==> src/rtl/arb_params.svh <==
// Sizing for the 1-to-N distributor; ARB_FIFO_DEPTH must be a power of two
`ifndef ARB_PARAMS_SVH
`define ARB_PARAMS_SVH

// ------------------------------
// Receiver side
// ------------------------------
// One destination bit per receiver
`define ARB_NUM_RECEIVERS 4

// ------------------------------
// Response buffer
// ------------------------------
`define ARB_FIFO_DEPTH 16
// Leaves 4 free entries to absorb responses already in flight
`define ARB_PROG_THRESH 12

// ------------------------------
// Payload fields
// ------------------------------
`define ARB_DATA_W 32
`define ARB_TAG_W 8

`endif

==> src/rtl/resp_pkg.sv <==
// Response types for the distributor; widths come from arb_params.svh
package resp_pkg;

`include "arb_params.svh"

  // ------------------------------
  // Field types
  // ------------------------------
  // Bit i set means receiver i must see the response
  typedef logic [`ARB_NUM_RECEIVERS-1:0] dest_mask_t;

  typedef logic [`ARB_TAG_W-1:0] tag_t;

  typedef logic [`ARB_DATA_W-1:0] data_t;

  // ------------------------------
  // Response payload
  // ------------------------------
  // Mask sits in the top bits, 44 bits in all with the default sizes
  typedef struct packed {
    dest_mask_t dest;
    tag_t       tag;
    data_t      data;
  } resp_payload_t;

endpackage : resp_pkg

==> src/rtl/fifo_rd_if.sv <==
// FWFT read port; valid is simply the inverse of empty, dout is stale when empty
`timescale 1ns/1ps

interface fifo_rd_if #(
  parameter type payload_t = resp_pkg::resp_payload_t
);

  // Pop request from the consumer
  logic     rd_en;
  logic     empty;
  logic     valid;
  // Head entry, shown before it is popped
  payload_t dout;

  modport fifo (
    input  rd_en,
    output empty,
    output valid,
    output dout
  );

  modport demux (
    output rd_en,
    input  empty,
    input  valid,
    input  dout
  );

endinterface : fifo_rd_if

==> src/rtl/response_arbiter_top.sv <==
// Sender must stop on fifo_prog_full; a receiver keeps rd_en high while it can take data
`timescale 1ns/1ps

`include "arb_params.svh"

module response_arbiter_top (
  input  logic                          ap_clk,
  input  logic                          areset_control,
  // Sender side
  input  logic                          response_in_valid,
  input  resp_pkg::resp_payload_t       response_in_payload,
  output logic                          fifo_prog_full,
  // Receiver side
  input  logic [`ARB_NUM_RECEIVERS-1:0] rd_en,
  output logic [`ARB_NUM_RECEIVERS-1:0] response_out_valid,
  output resp_pkg::resp_payload_t       response_out_payload
);

  import resp_pkg::*;

  // ------------------------------
  // Internal connections
  // ------------------------------
  logic          fifo_wr_en;
  resp_payload_t fifo_din;

  fifo_rd_if #(
    .payload_t(resp_payload_t)
  ) fifo_rd ();

  // ------------------------------
  // Input filter
  // ------------------------------
  response_ingress u_ingress (
    .ap_clk        (ap_clk),
    .areset_control(areset_control),
    .in_valid      (response_in_valid),
    .in_payload    (response_in_payload),
    .fifo_wr_en    (fifo_wr_en),
    .fifo_din      (fifo_din)
  );

  // ------------------------------
  // Response buffer
  // ------------------------------
  response_fifo #(
    .payload_t  (resp_payload_t),
    .DEPTH      (`ARB_FIFO_DEPTH),
    .PROG_THRESH(`ARB_PROG_THRESH)
  ) u_fifo (
    .ap_clk        (ap_clk),
    .areset_control(areset_control),
    .wr_en         (fifo_wr_en),
    .din           (fifo_din),
    .prog_full     (fifo_prog_full),
    .rd            (fifo_rd.fifo)
  );

  // ------------------------------
  // Distribution to receivers
  // ------------------------------
  response_demux u_demux (
    .ap_clk        (ap_clk),
    .areset_control(areset_control),
    .rd_en         (rd_en),
    .out_valid     (response_out_valid),
    .out_payload   (response_out_payload),
    .rd            (fifo_rd.demux)
  );

endmodule : response_arbiter_top

==> src/rtl/response_demux.sv <==
// Head pops only after every addressed receiver had its registered rd_en high
`timescale 1ns/1ps

`include "arb_params.svh"

module response_demux (
  input  logic                          ap_clk,
  input  logic                          areset_control,
  input  logic [`ARB_NUM_RECEIVERS-1:0] rd_en,
  output logic [`ARB_NUM_RECEIVERS-1:0] out_valid,
  output resp_pkg::resp_payload_t       out_payload,
  fifo_rd_if.demux                      rd
);

  import resp_pkg::*;

  // ------------------------------
  // Read enable and mask
  // ------------------------------
  logic [`ARB_NUM_RECEIVERS-1:0] rd_en_reg;
  dest_mask_t                    head_dest;
  dest_mask_t                    mask_int;
  dest_mask_t                    mask_reg;

  // Stale memory contents are masked off while the FIFO is empty
  assign head_dest = rd.valid ? rd.dout.dest : '0;

  always_ff @(posedge ap_clk) begin
    if (areset_control) begin
      rd_en_reg <= '0;
    end else begin
      rd_en_reg <= rd_en;
    end
  end

  // Receivers ready for the current head
  always_comb begin
    for (int i = 0; i < `ARB_NUM_RECEIVERS; i++) begin
      mask_int[i] = rd_en_reg[i] & head_dest[i];
    end
  end

  always_ff @(posedge ap_clk) begin
    if (areset_control) begin
      mask_reg <= '0;
    end else begin
      mask_reg <= mask_int;
    end
  end

  // ------------------------------
  // Pop decision
  // ------------------------------
  logic match;
  logic head_take;

  // Zero masks are filtered at ingress, so a valid head never matches an idle mask
  assign match     = (mask_reg == head_dest);
  assign head_take = rd.valid & match;

  assign rd.rd_en = ~rd.empty & match;

  // ------------------------------
  // Holding register
  // ------------------------------
  logic          hold_valid;
  resp_payload_t hold_payload;

  always_ff @(posedge ap_clk) begin
    if (areset_control) begin
      hold_valid <= 1'b0;
    end else begin
      hold_valid <= head_take;
    end
  end

  always_ff @(posedge ap_clk) begin
    hold_payload <= rd.dout;
  end

  // ------------------------------
  // Output stage
  // ------------------------------
  // Payload is broadcast, out_valid picks the receivers that take it
  always_ff @(posedge ap_clk) begin
    if (areset_control) begin
      out_valid <= '0;
    end else begin
      for (int i = 0; i < `ARB_NUM_RECEIVERS; i++) begin
        out_valid[i] <= hold_payload.dest[i] & hold_valid;
      end
    end
  end

  always_ff @(posedge ap_clk) begin
    out_payload <= hold_payload;
  end

endmodule : response_demux

==> src/rtl/response_fifo.sv <==
// FWFT sync FIFO; DEPTH must be a power of two, writes while full are dropped
`timescale 1ns/1ps

`include "arb_params.svh"

module response_fifo #(
  parameter type payload_t   = logic,
  parameter int  DEPTH       = `ARB_FIFO_DEPTH,
  parameter int  PROG_THRESH = `ARB_PROG_THRESH
) (
  input  logic           ap_clk,
  input  logic           areset_control,
  input  logic           wr_en,
  input  payload_t       din,
  output logic           prog_full,
  fifo_rd_if.fifo        rd
);

  localparam int PTR_W = $clog2(DEPTH);
  localparam int CNT_W = PTR_W + 1;

  // ------------------------------
  // Storage and pointers
  // ------------------------------
  payload_t mem [DEPTH];

  logic [PTR_W-1:0] wr_ptr;
  logic [PTR_W-1:0] rd_ptr;
  // One extra bit so that DEPTH itself fits
  logic [CNT_W-1:0] count;

  logic full;
  logic do_wr;
  logic do_rd;

  assign full  = (count == CNT_W'(DEPTH));
  assign do_wr = wr_en & ~full;
  assign do_rd = rd.rd_en & ~rd.empty;

  always_ff @(posedge ap_clk) begin
    if (do_wr) begin
      mem[wr_ptr] <= din;
    end
  end

  // Pointers wrap naturally at the power-of-two depth
  always_ff @(posedge ap_clk) begin
    if (areset_control) begin
      wr_ptr <= '0;
      rd_ptr <= '0;
    end else begin
      if (do_wr) begin
        wr_ptr <= wr_ptr + 1'b1;
      end
      if (do_rd) begin
        rd_ptr <= rd_ptr + 1'b1;
      end
    end
  end

  // ------------------------------
  // Occupancy
  // ------------------------------
  always_ff @(posedge ap_clk) begin
    if (areset_control) begin
      count <= '0;
    end else begin
      case ({do_wr, do_rd})
        2'b10:   count <= count + 1'b1;
        2'b01:   count <= count - 1'b1;
        default: count <= count;
      endcase
    end
  end

  // Lags the occupancy by one cycle, the threshold margin covers it
  always_ff @(posedge ap_clk) begin
    if (areset_control) begin
      prog_full <= 1'b0;
    end else begin
      prog_full <= (count >= CNT_W'(PROG_THRESH));
    end
  end

  // ------------------------------
  // Read side
  // ------------------------------
  // Head is visible the cycle after it lands in memory
  assign rd.empty = (count == '0);
  assign rd.valid = ~rd.empty;
  assign rd.dout  = mem[rd_ptr];

endmodule : response_fifo

==> src/rtl/response_ingress.sv <==
// One register stage; responses with an all-zero destination mask never reach the FIFO
`timescale 1ns/1ps

module response_ingress (
  input  logic                    ap_clk,
  input  logic                    areset_control,
  input  logic                    in_valid,
  input  resp_pkg::resp_payload_t in_payload,
  output logic                    fifo_wr_en,
  output resp_pkg::resp_payload_t fifo_din
);

  import resp_pkg::*;

  // ------------------------------
  // Input register
  // ------------------------------
  logic          in_valid_reg;
  resp_payload_t in_payload_reg;

  always_ff @(posedge ap_clk) begin
    if (areset_control) begin
      in_valid_reg <= 1'b0;
    end else begin
      in_valid_reg <= in_valid;
    end
  end

  // Payload only matters while in_valid_reg is set
  always_ff @(posedge ap_clk) begin
    in_payload_reg <= in_payload;
  end

  // ------------------------------
  // Filter and FIFO write
  // ------------------------------
  logic has_dest;

  // Nobody would ever pop a response addressed to no one
  assign has_dest = |in_payload_reg.dest;

  assign fifo_wr_en = in_valid_reg & has_dest;
  assign fifo_din   = in_payload_reg;

endmodule : response_ingress

==> config.mk <==
export PLATFORM = sky130hd
export DESIGN_NAME = response_arbiter_top
export DESIGN_NICKNAME = d
export VERILOG_FILES = /design/src/rtl/resp_pkg.sv /design/src/rtl/fifo_rd_if.sv /design/src/rtl/response_arbiter_top.sv /design/src/rtl/response_demux.sv /design/src/rtl/response_fifo.sv /design/src/rtl/response_ingress.sv
export VERILOG_INCLUDE_DIRS = /design/src /design/src/rtl
export SDC_FILE = /design/constraint.sdc
export NUM_CORES = 1
export LEC_CHECK = 0
export BUFFER_PORTS_ARGS = -buffer_cell sky130_fd_sc_hd__buf_4
export CAP_MARGIN = 20
export CORE_ASPECT_RATIO = 2
export CORE_MARGIN = 2
export CORE_UTILIZATION = 40
export DETAILED_ROUTE_END_ITERATION = 10
export PLACE_DENSITY_LB_ADDON = 0.15
export SYNTH_ARGS = -nofsm -noshare
export SYNTH_HDL_FRONTEND = slang
export SYNTH_SLANG_ARGS = --single-unit
==> constraint.sdc <==
create_clock -name ap_clk -period 14.8 [get_ports ap_clk]
set_input_delay 2.96 -clock ap_clk [delete_from_list [all_inputs] [get_ports ap_clk]]
set_output_delay 2.96 -clock ap_clk [all_outputs]
set_load 0.02 [all_outputs]
# Word level (Yosys, flattened, before mapping)
# Memory sizes are Yosys's and may differ from the RTL's. A register that Yosys moved wholly into a read port is not among the register bits.
# Cells that the tools add are included.
[totals]
register_bits = 160
mem_bits_rw = 704
inputBits = 51
out_inout_bits = 49
elab_cells = 51
n_memories = 1
[op_classes]
add_sub_neg = 4
n_lt_le_gt_ge = 1
eq_ne = 4
mux = 6
bitwise = 14
reduce_logical = 3
[memory_table]
columns = ["name", "words", "width", "read_ports", "rd_clocked_by_memory_dff", "wr", "line", "source"]
rows = [
  ["u_fifo.mem", 16, 44, 1, 1, 1, "response_fifo.sv:25", "payload_t mem [DEPTH];"],
]
[ops]
columns = ["cell", "count"]
rows = [
  ["bitwise AND 1 bit", 12],
  ["2-to-1 mux 4 bit", 3],
  ["one-hot mux 5 bit (2 select lines)", 1],
  ["adder 4 x 1 -> 4 bit, second input constant", 2],
  ["adder 5 x 1 -> 5 bit, second input constant", 1],
  ["== test 5 bit, second input constant", 1],
  ["greater-or-equal comparator 5 x 4 -> 1 bit, second input constant", 1],
  ["zero test 5 bit", 1],
  ["subtractor 5 x 1 -> 5 bit, second input constant", 1],
  ["== test 4 bit", 1],
  ["OR reduction 4 bit", 1],
  ["== test 2 x 1 -> 1 bit, second input constant", 1],
  ["== test 2 bit, second input constant", 1],
  ["2-to-1 mux 1 bit", 2],
  ["inverter 1 bit", 2],
  ["nonzero test 2 bit", 1],
]

# Logic depth before layout (Yosys ltp)
[depth]
depth_word = 7
ltp_mapped = 18
depth_no_buf = 15

# Modules after synthesis
# A second synthesis with hierarchy kept.
[unflattened]
cells_unflattened = 1383
area_unflattened_um2 = 30500.5
[by_module_without_submodules]
columns = ["module", "n_inst", "cells_each", "area_per_inst_um2", "seq_area_each_um2"]
rows = [
  ["response_fifo", 1, 1204, 27361.2, 21500.6],
  ["response_demux", 1, 132, 2220.9, 2021.9],
  ["response_ingress", 1, 47, 918.4, 900.9],
]

# Least setup slack after synthesis
# OpenSTA, ideal clock, no wires.
[synth_path]
path_type = "register to register"
startpoint = "register u_ingress.in_payload_reg (netlist bit u_ingress.fifo_din[41])"
endpoint = "memory u_fifo.mem[3][0] (netlist bit), enable pin"
setup_time_ns = 0.500
arrival_time_ns = 4.301
required_ns = 14.300
setup_slack_ns = 9.999
stages_incl_launch_ff = 5
path_buffers = 0
synth_period_minus_slack_ns = 4.801
path_cell_list = "dfxtp_1 > o41ai_1 > a21oi_1 > nand2_1 > nor3_1"
[synth_between]
elab_chain_cells = 5
[synth_rtl]
columns = ["element", "line", "source"]
rows = [
  ["start, declared", "response_ingress.sv:19", "resp_payload_t in_payload_reg;"],
  ["start signal, assigned", "response_ingress.sv:31", "in_payload_reg <= in_payload;"],
  ["OR reduction 4 bit", "response_ingress.sv:40", "assign has_dest = |in_payload_reg.dest;"],
  ["bitwise AND 1 bit", "response_ingress.sv:42", "assign fifo_wr_en = in_valid_reg & has_dest;"],
  ["bitwise AND 1 bit", "response_fifo.sv:37", "assign do_wr = wr_en & ~full;"],
  ["2-to-1 mux 1 bit", "response_fifo.sv:41", "if (do_wr) begin"],
  ["2-to-1 mux 1 bit (not written as such)", "response_fifo.sv:42", "mem[wr_ptr] <= din;"],
  ["end, declared", "response_fifo.sv:25", ""],
]
# No other way between the ends.

==> metrics.txt <==
antenna-violating nets left=0; Final Setup Violations=0; Yosys warnings=0; arrival time at the worst endpoint=5750 ps; Crit path max-delay family=compound AO/OA/AOI/OAI gates; Biggest register=u_fifo.mem; CP endpoint=u_fifo.count[4]$_SDFFE_PP0P_; VDD IR max=102 uV; CTS tree=yes; Pwr Density=146 nW/um^2; largest net degree at the start of global routing=67; max-cap check violation count=0; layout cells sized above 1=31.7%; global-route wire length before repair=96.6 mm; period utilization=35.0%; syn avg cell area=23.9 sq um; clock tree buffer depth=3; core area=75700 sq um; wire per inst=26.2 um; CP required=15380 ps; Syn Nets=1336; n_diodes=0; f_max=0.193 GHz; drt via density=5.22; fillcell total=6265; slowest CP cell=buf_4; met3 WL post-DR=2.49 mm; Clock Latency Late Sink=640 ps; synth top area cells=edfxtp_1 69%, mux4_2 15%, dfxtp_1 11%; Synth top area share=69.4%; Root Buffer=clkbuf_16; Yosys reg bits=868; cell taking the most area after synthesis=edfxtp_1; Worst-path clk slew=70 ps; Total Routing Usage GR=17.3%; vias in the first global route=14500; CTS buffer count=77; metal2 WL=34.9 mm; routed wire length=65.6 mm; Clock Sink Count=868; die area=78500 sq um; R2R depth=15; Hold WC Path Type=reg -> reg; routed via count=13100; crit-path cells=buf_4, mux4_2, mux2i_1, mux2i_1, nor4_1, a41o_1, o21ai_2, inv_1, ha_1, fa_1, a21o_1, a21oi_1, xor2_1, or3_1, a21oi_1; Primary FF master, synth=edfxtp_1; M1 WL=26.7 mm; outcome=finished clean; post-layout util=46.4%; max incr delay on CP=910 ps; Slew Viols, Final=0; Reg-to-Reg End=u_fifo.count[4]$_SDFFE_PP0P_; library cells used by synthesis=40; Post-synth EDFFs=704; Top Metal Used=met4; drt first pass iters=5; Worst-Margin Slew=1060 ps; routability cong.=0.711; DRT iter0 DRCs=809; Critical Path End Type=flop; post_cts resized=0; WHS=327 ps; Post CTS Setup Buffer Count=0; min Tclk post-route=5180 ps; share of flip-flops with an asynchronous set or reset=0%; FP Rows=143; post-route setup TNS=0 ps; Fin. Hold Viols=0; RSZ-0062 raised after global routing=no; slew margin rel.=29.2%; power after layout=5.14 mW; H-tree depth=3; Starting Density=40.2%; initial antenna violation count=0; Setup Skew=24.4 ps; cell leakage power=11.1 nW; # hold bufs at CTS=0; Synth Cell Area=30500 sq um; crit start category=flop; register area share after synthesis=80.2%; nets=1486; critical setup path kind=reg -> reg; Synth Instances=1275; DIE WIDTH=199 um; gr ovfl total=0; flop-to-flop setup slack=9620 ps; die height=394 um; Largest register FFs=704; io pins=100; Crit path depth=15; dpl hpwl=33.5 mm; Post-route DRC=0; P&R area growth vs syn=15.3%; WP buf/inv=2; peak fanout along the critical path=66; # port buffers=99
==> report_power, final <==
group          leakage (nW)  switching, mW  internal [mW]
Clock                  1.24          0.884           1.13
Sequential             7.72         0.0641           2.70
Combinational          2.14          0.159          0.197
==> stage by stage <==
step / cell area [sq um] / setup WS (ps) / instances
6_report: 35100 / 9620 / 2503
5_1_grt: 35100 / 9260 / 2503
4_1_cts: 35100 / 9440 / 2502
3_5_place_dp: 32500 / 9480 / 2360
3_3_place_gp: 32500 / 9480 / 2360
2_1_floorplan: 30500 / 10000 / 1275
==> placed cells by master (no fill, tap or decap), types with 2 or more instances in the layout <==
| cell type | instances |
|---|---|
| a21o_1 | 2 |
| nor2_4 | 12 |
| clkbuf_1 | 18 |
| edfxtp_1 | 704 |
| ha_1 | 9 |
| clkinvlp_4 | 2 |
| buf_4 | 124 |
| nor2_1 | 19 |
| clkbuf_16 | 82 |
| nand2b_1 | 4 |
| xnor2_1 | 4 |
| a21oi_1 | 12 |
| and2_1 | 5 |
| and3_1 | 6 |
| mux4_1 | 9 |
| nor4_1 | 2 |
| nand2_1 | 6 |
| dfxtp_4 | 4 |
| dfxtp_1 | 160 |
| inv_1 | 6 |
| inv_6 | 3 |
| clkbuf_8 | 9 |
| or3_1 | 3 |
| clkinv_1 | 9 |
| o21ai_0 | 3 |
| mux4_2 | 206 |
| mux2i_1 | 10 |
| nor2b_1 | 9 |
| bufinv_16 | 4 |
| xor2_1 | 7 |
| mux2_2 | 2 |
| a211oi_2 | 2 |
| clkinv_2 | 11 |
| clkinv_8 | 2 |
| nor3_2 | 4 |
==> worst min path at each step <==
stage	start	endpoint	slack, ps	cells past startpoint
after global routing	u_demux.hold_payload[7]$_DFF_P_	u_demux.out_payload[7]$_DFF_P_	330	0
after floorplan	u_demux.hold_payload[0]$_DFF_P_	u_demux.out_payload[0]$_DFF_P_	310	0
after CTS	u_demux.hold_payload[2]$_DFF_P_	u_demux.out_payload[2]$_DFF_P_	330	0
final	u_demux.hold_payload[30]$_DFF_P_	u_demux.out_payload[30]$_DFF_P_	330	0
after global placement	u_demux.hold_payload[32]$_DFF_P_	u_demux.out_payload[32]$_DFF_P_	310	0
after detailed placement	u_demux.hold_payload[2]$_DFF_P_	u_demux.out_payload[2]$_DFF_P_	310	0
==> worst register-to-register path, cell delays in order (launching register included) <==
cell and delay [ps]:
dfxtp_4 870, buf_4 930, mux4_2 400, mux2i_1 80
mux2i_1 390, nor4_1 120, a41o_1 230, o21ai_2 350
inv_1 90, ha_1 290, fa_1 440, a21o_1 200
a21oi_1 180, xor2_1 100, or3_1 320, a21oi_1 130
==> cells in the mapped netlist (7+ instances only) <==
master    count
clkbuf_1     28
mux4_1        9
dfxtp_1     164
xor2_1        7
buf_1        18
nor2b_1       9
ha_1          9
mux4_2      206
mux2i_1      10
edfxtp_1    704
a21oi_1      12
nor2_1       31
==> area by class of cell <==
class / instances / area [sq um] / share of cell area [%]
clock inverters: 33 / 297 / 0.845
clock buffers: 109 / 2240 / 6.39
repair buffers: 125 / 951 / 2.71
multi-input cells: 347 / 5890 / 16.8
flip-flops and latches: 868 / 24400 / 69.6
well taps: 1015 / 1270 / 3.62
inverters: 6 / 22.5 / 0.0642
==> kinds of logic (layout without fill, tap and decap cells) <==
| logic type | after synthesis | after routing | synth area share (%) |
|---|---|---|---|
| DFF | 868 | 868 | 80.2 |
| muxes | 228 | 228 | 16.5 |
| and+or+nand+nor | 73 | 73 | 1.18 |
| buffers and inverters | 60 | 273 | 0.850 |
| AOI/OAI and AO/OA | 25 | 25 | 0.546 |
| xor gates and xnor gates | 11 | 11 | 0.316 |
| adders and majority gates | 10 | 10 | 0.435 |
==> layer usage <==
layer / GRT usage [%] / vias to the layer above
li1: - / 5594
met1: 21.8 / 7106
met2: 30.5 / 270
met3: 2.67 / 91
met4: 5.49 / 0
met5: 0 / -
Power figures use the tool's default switching activity.
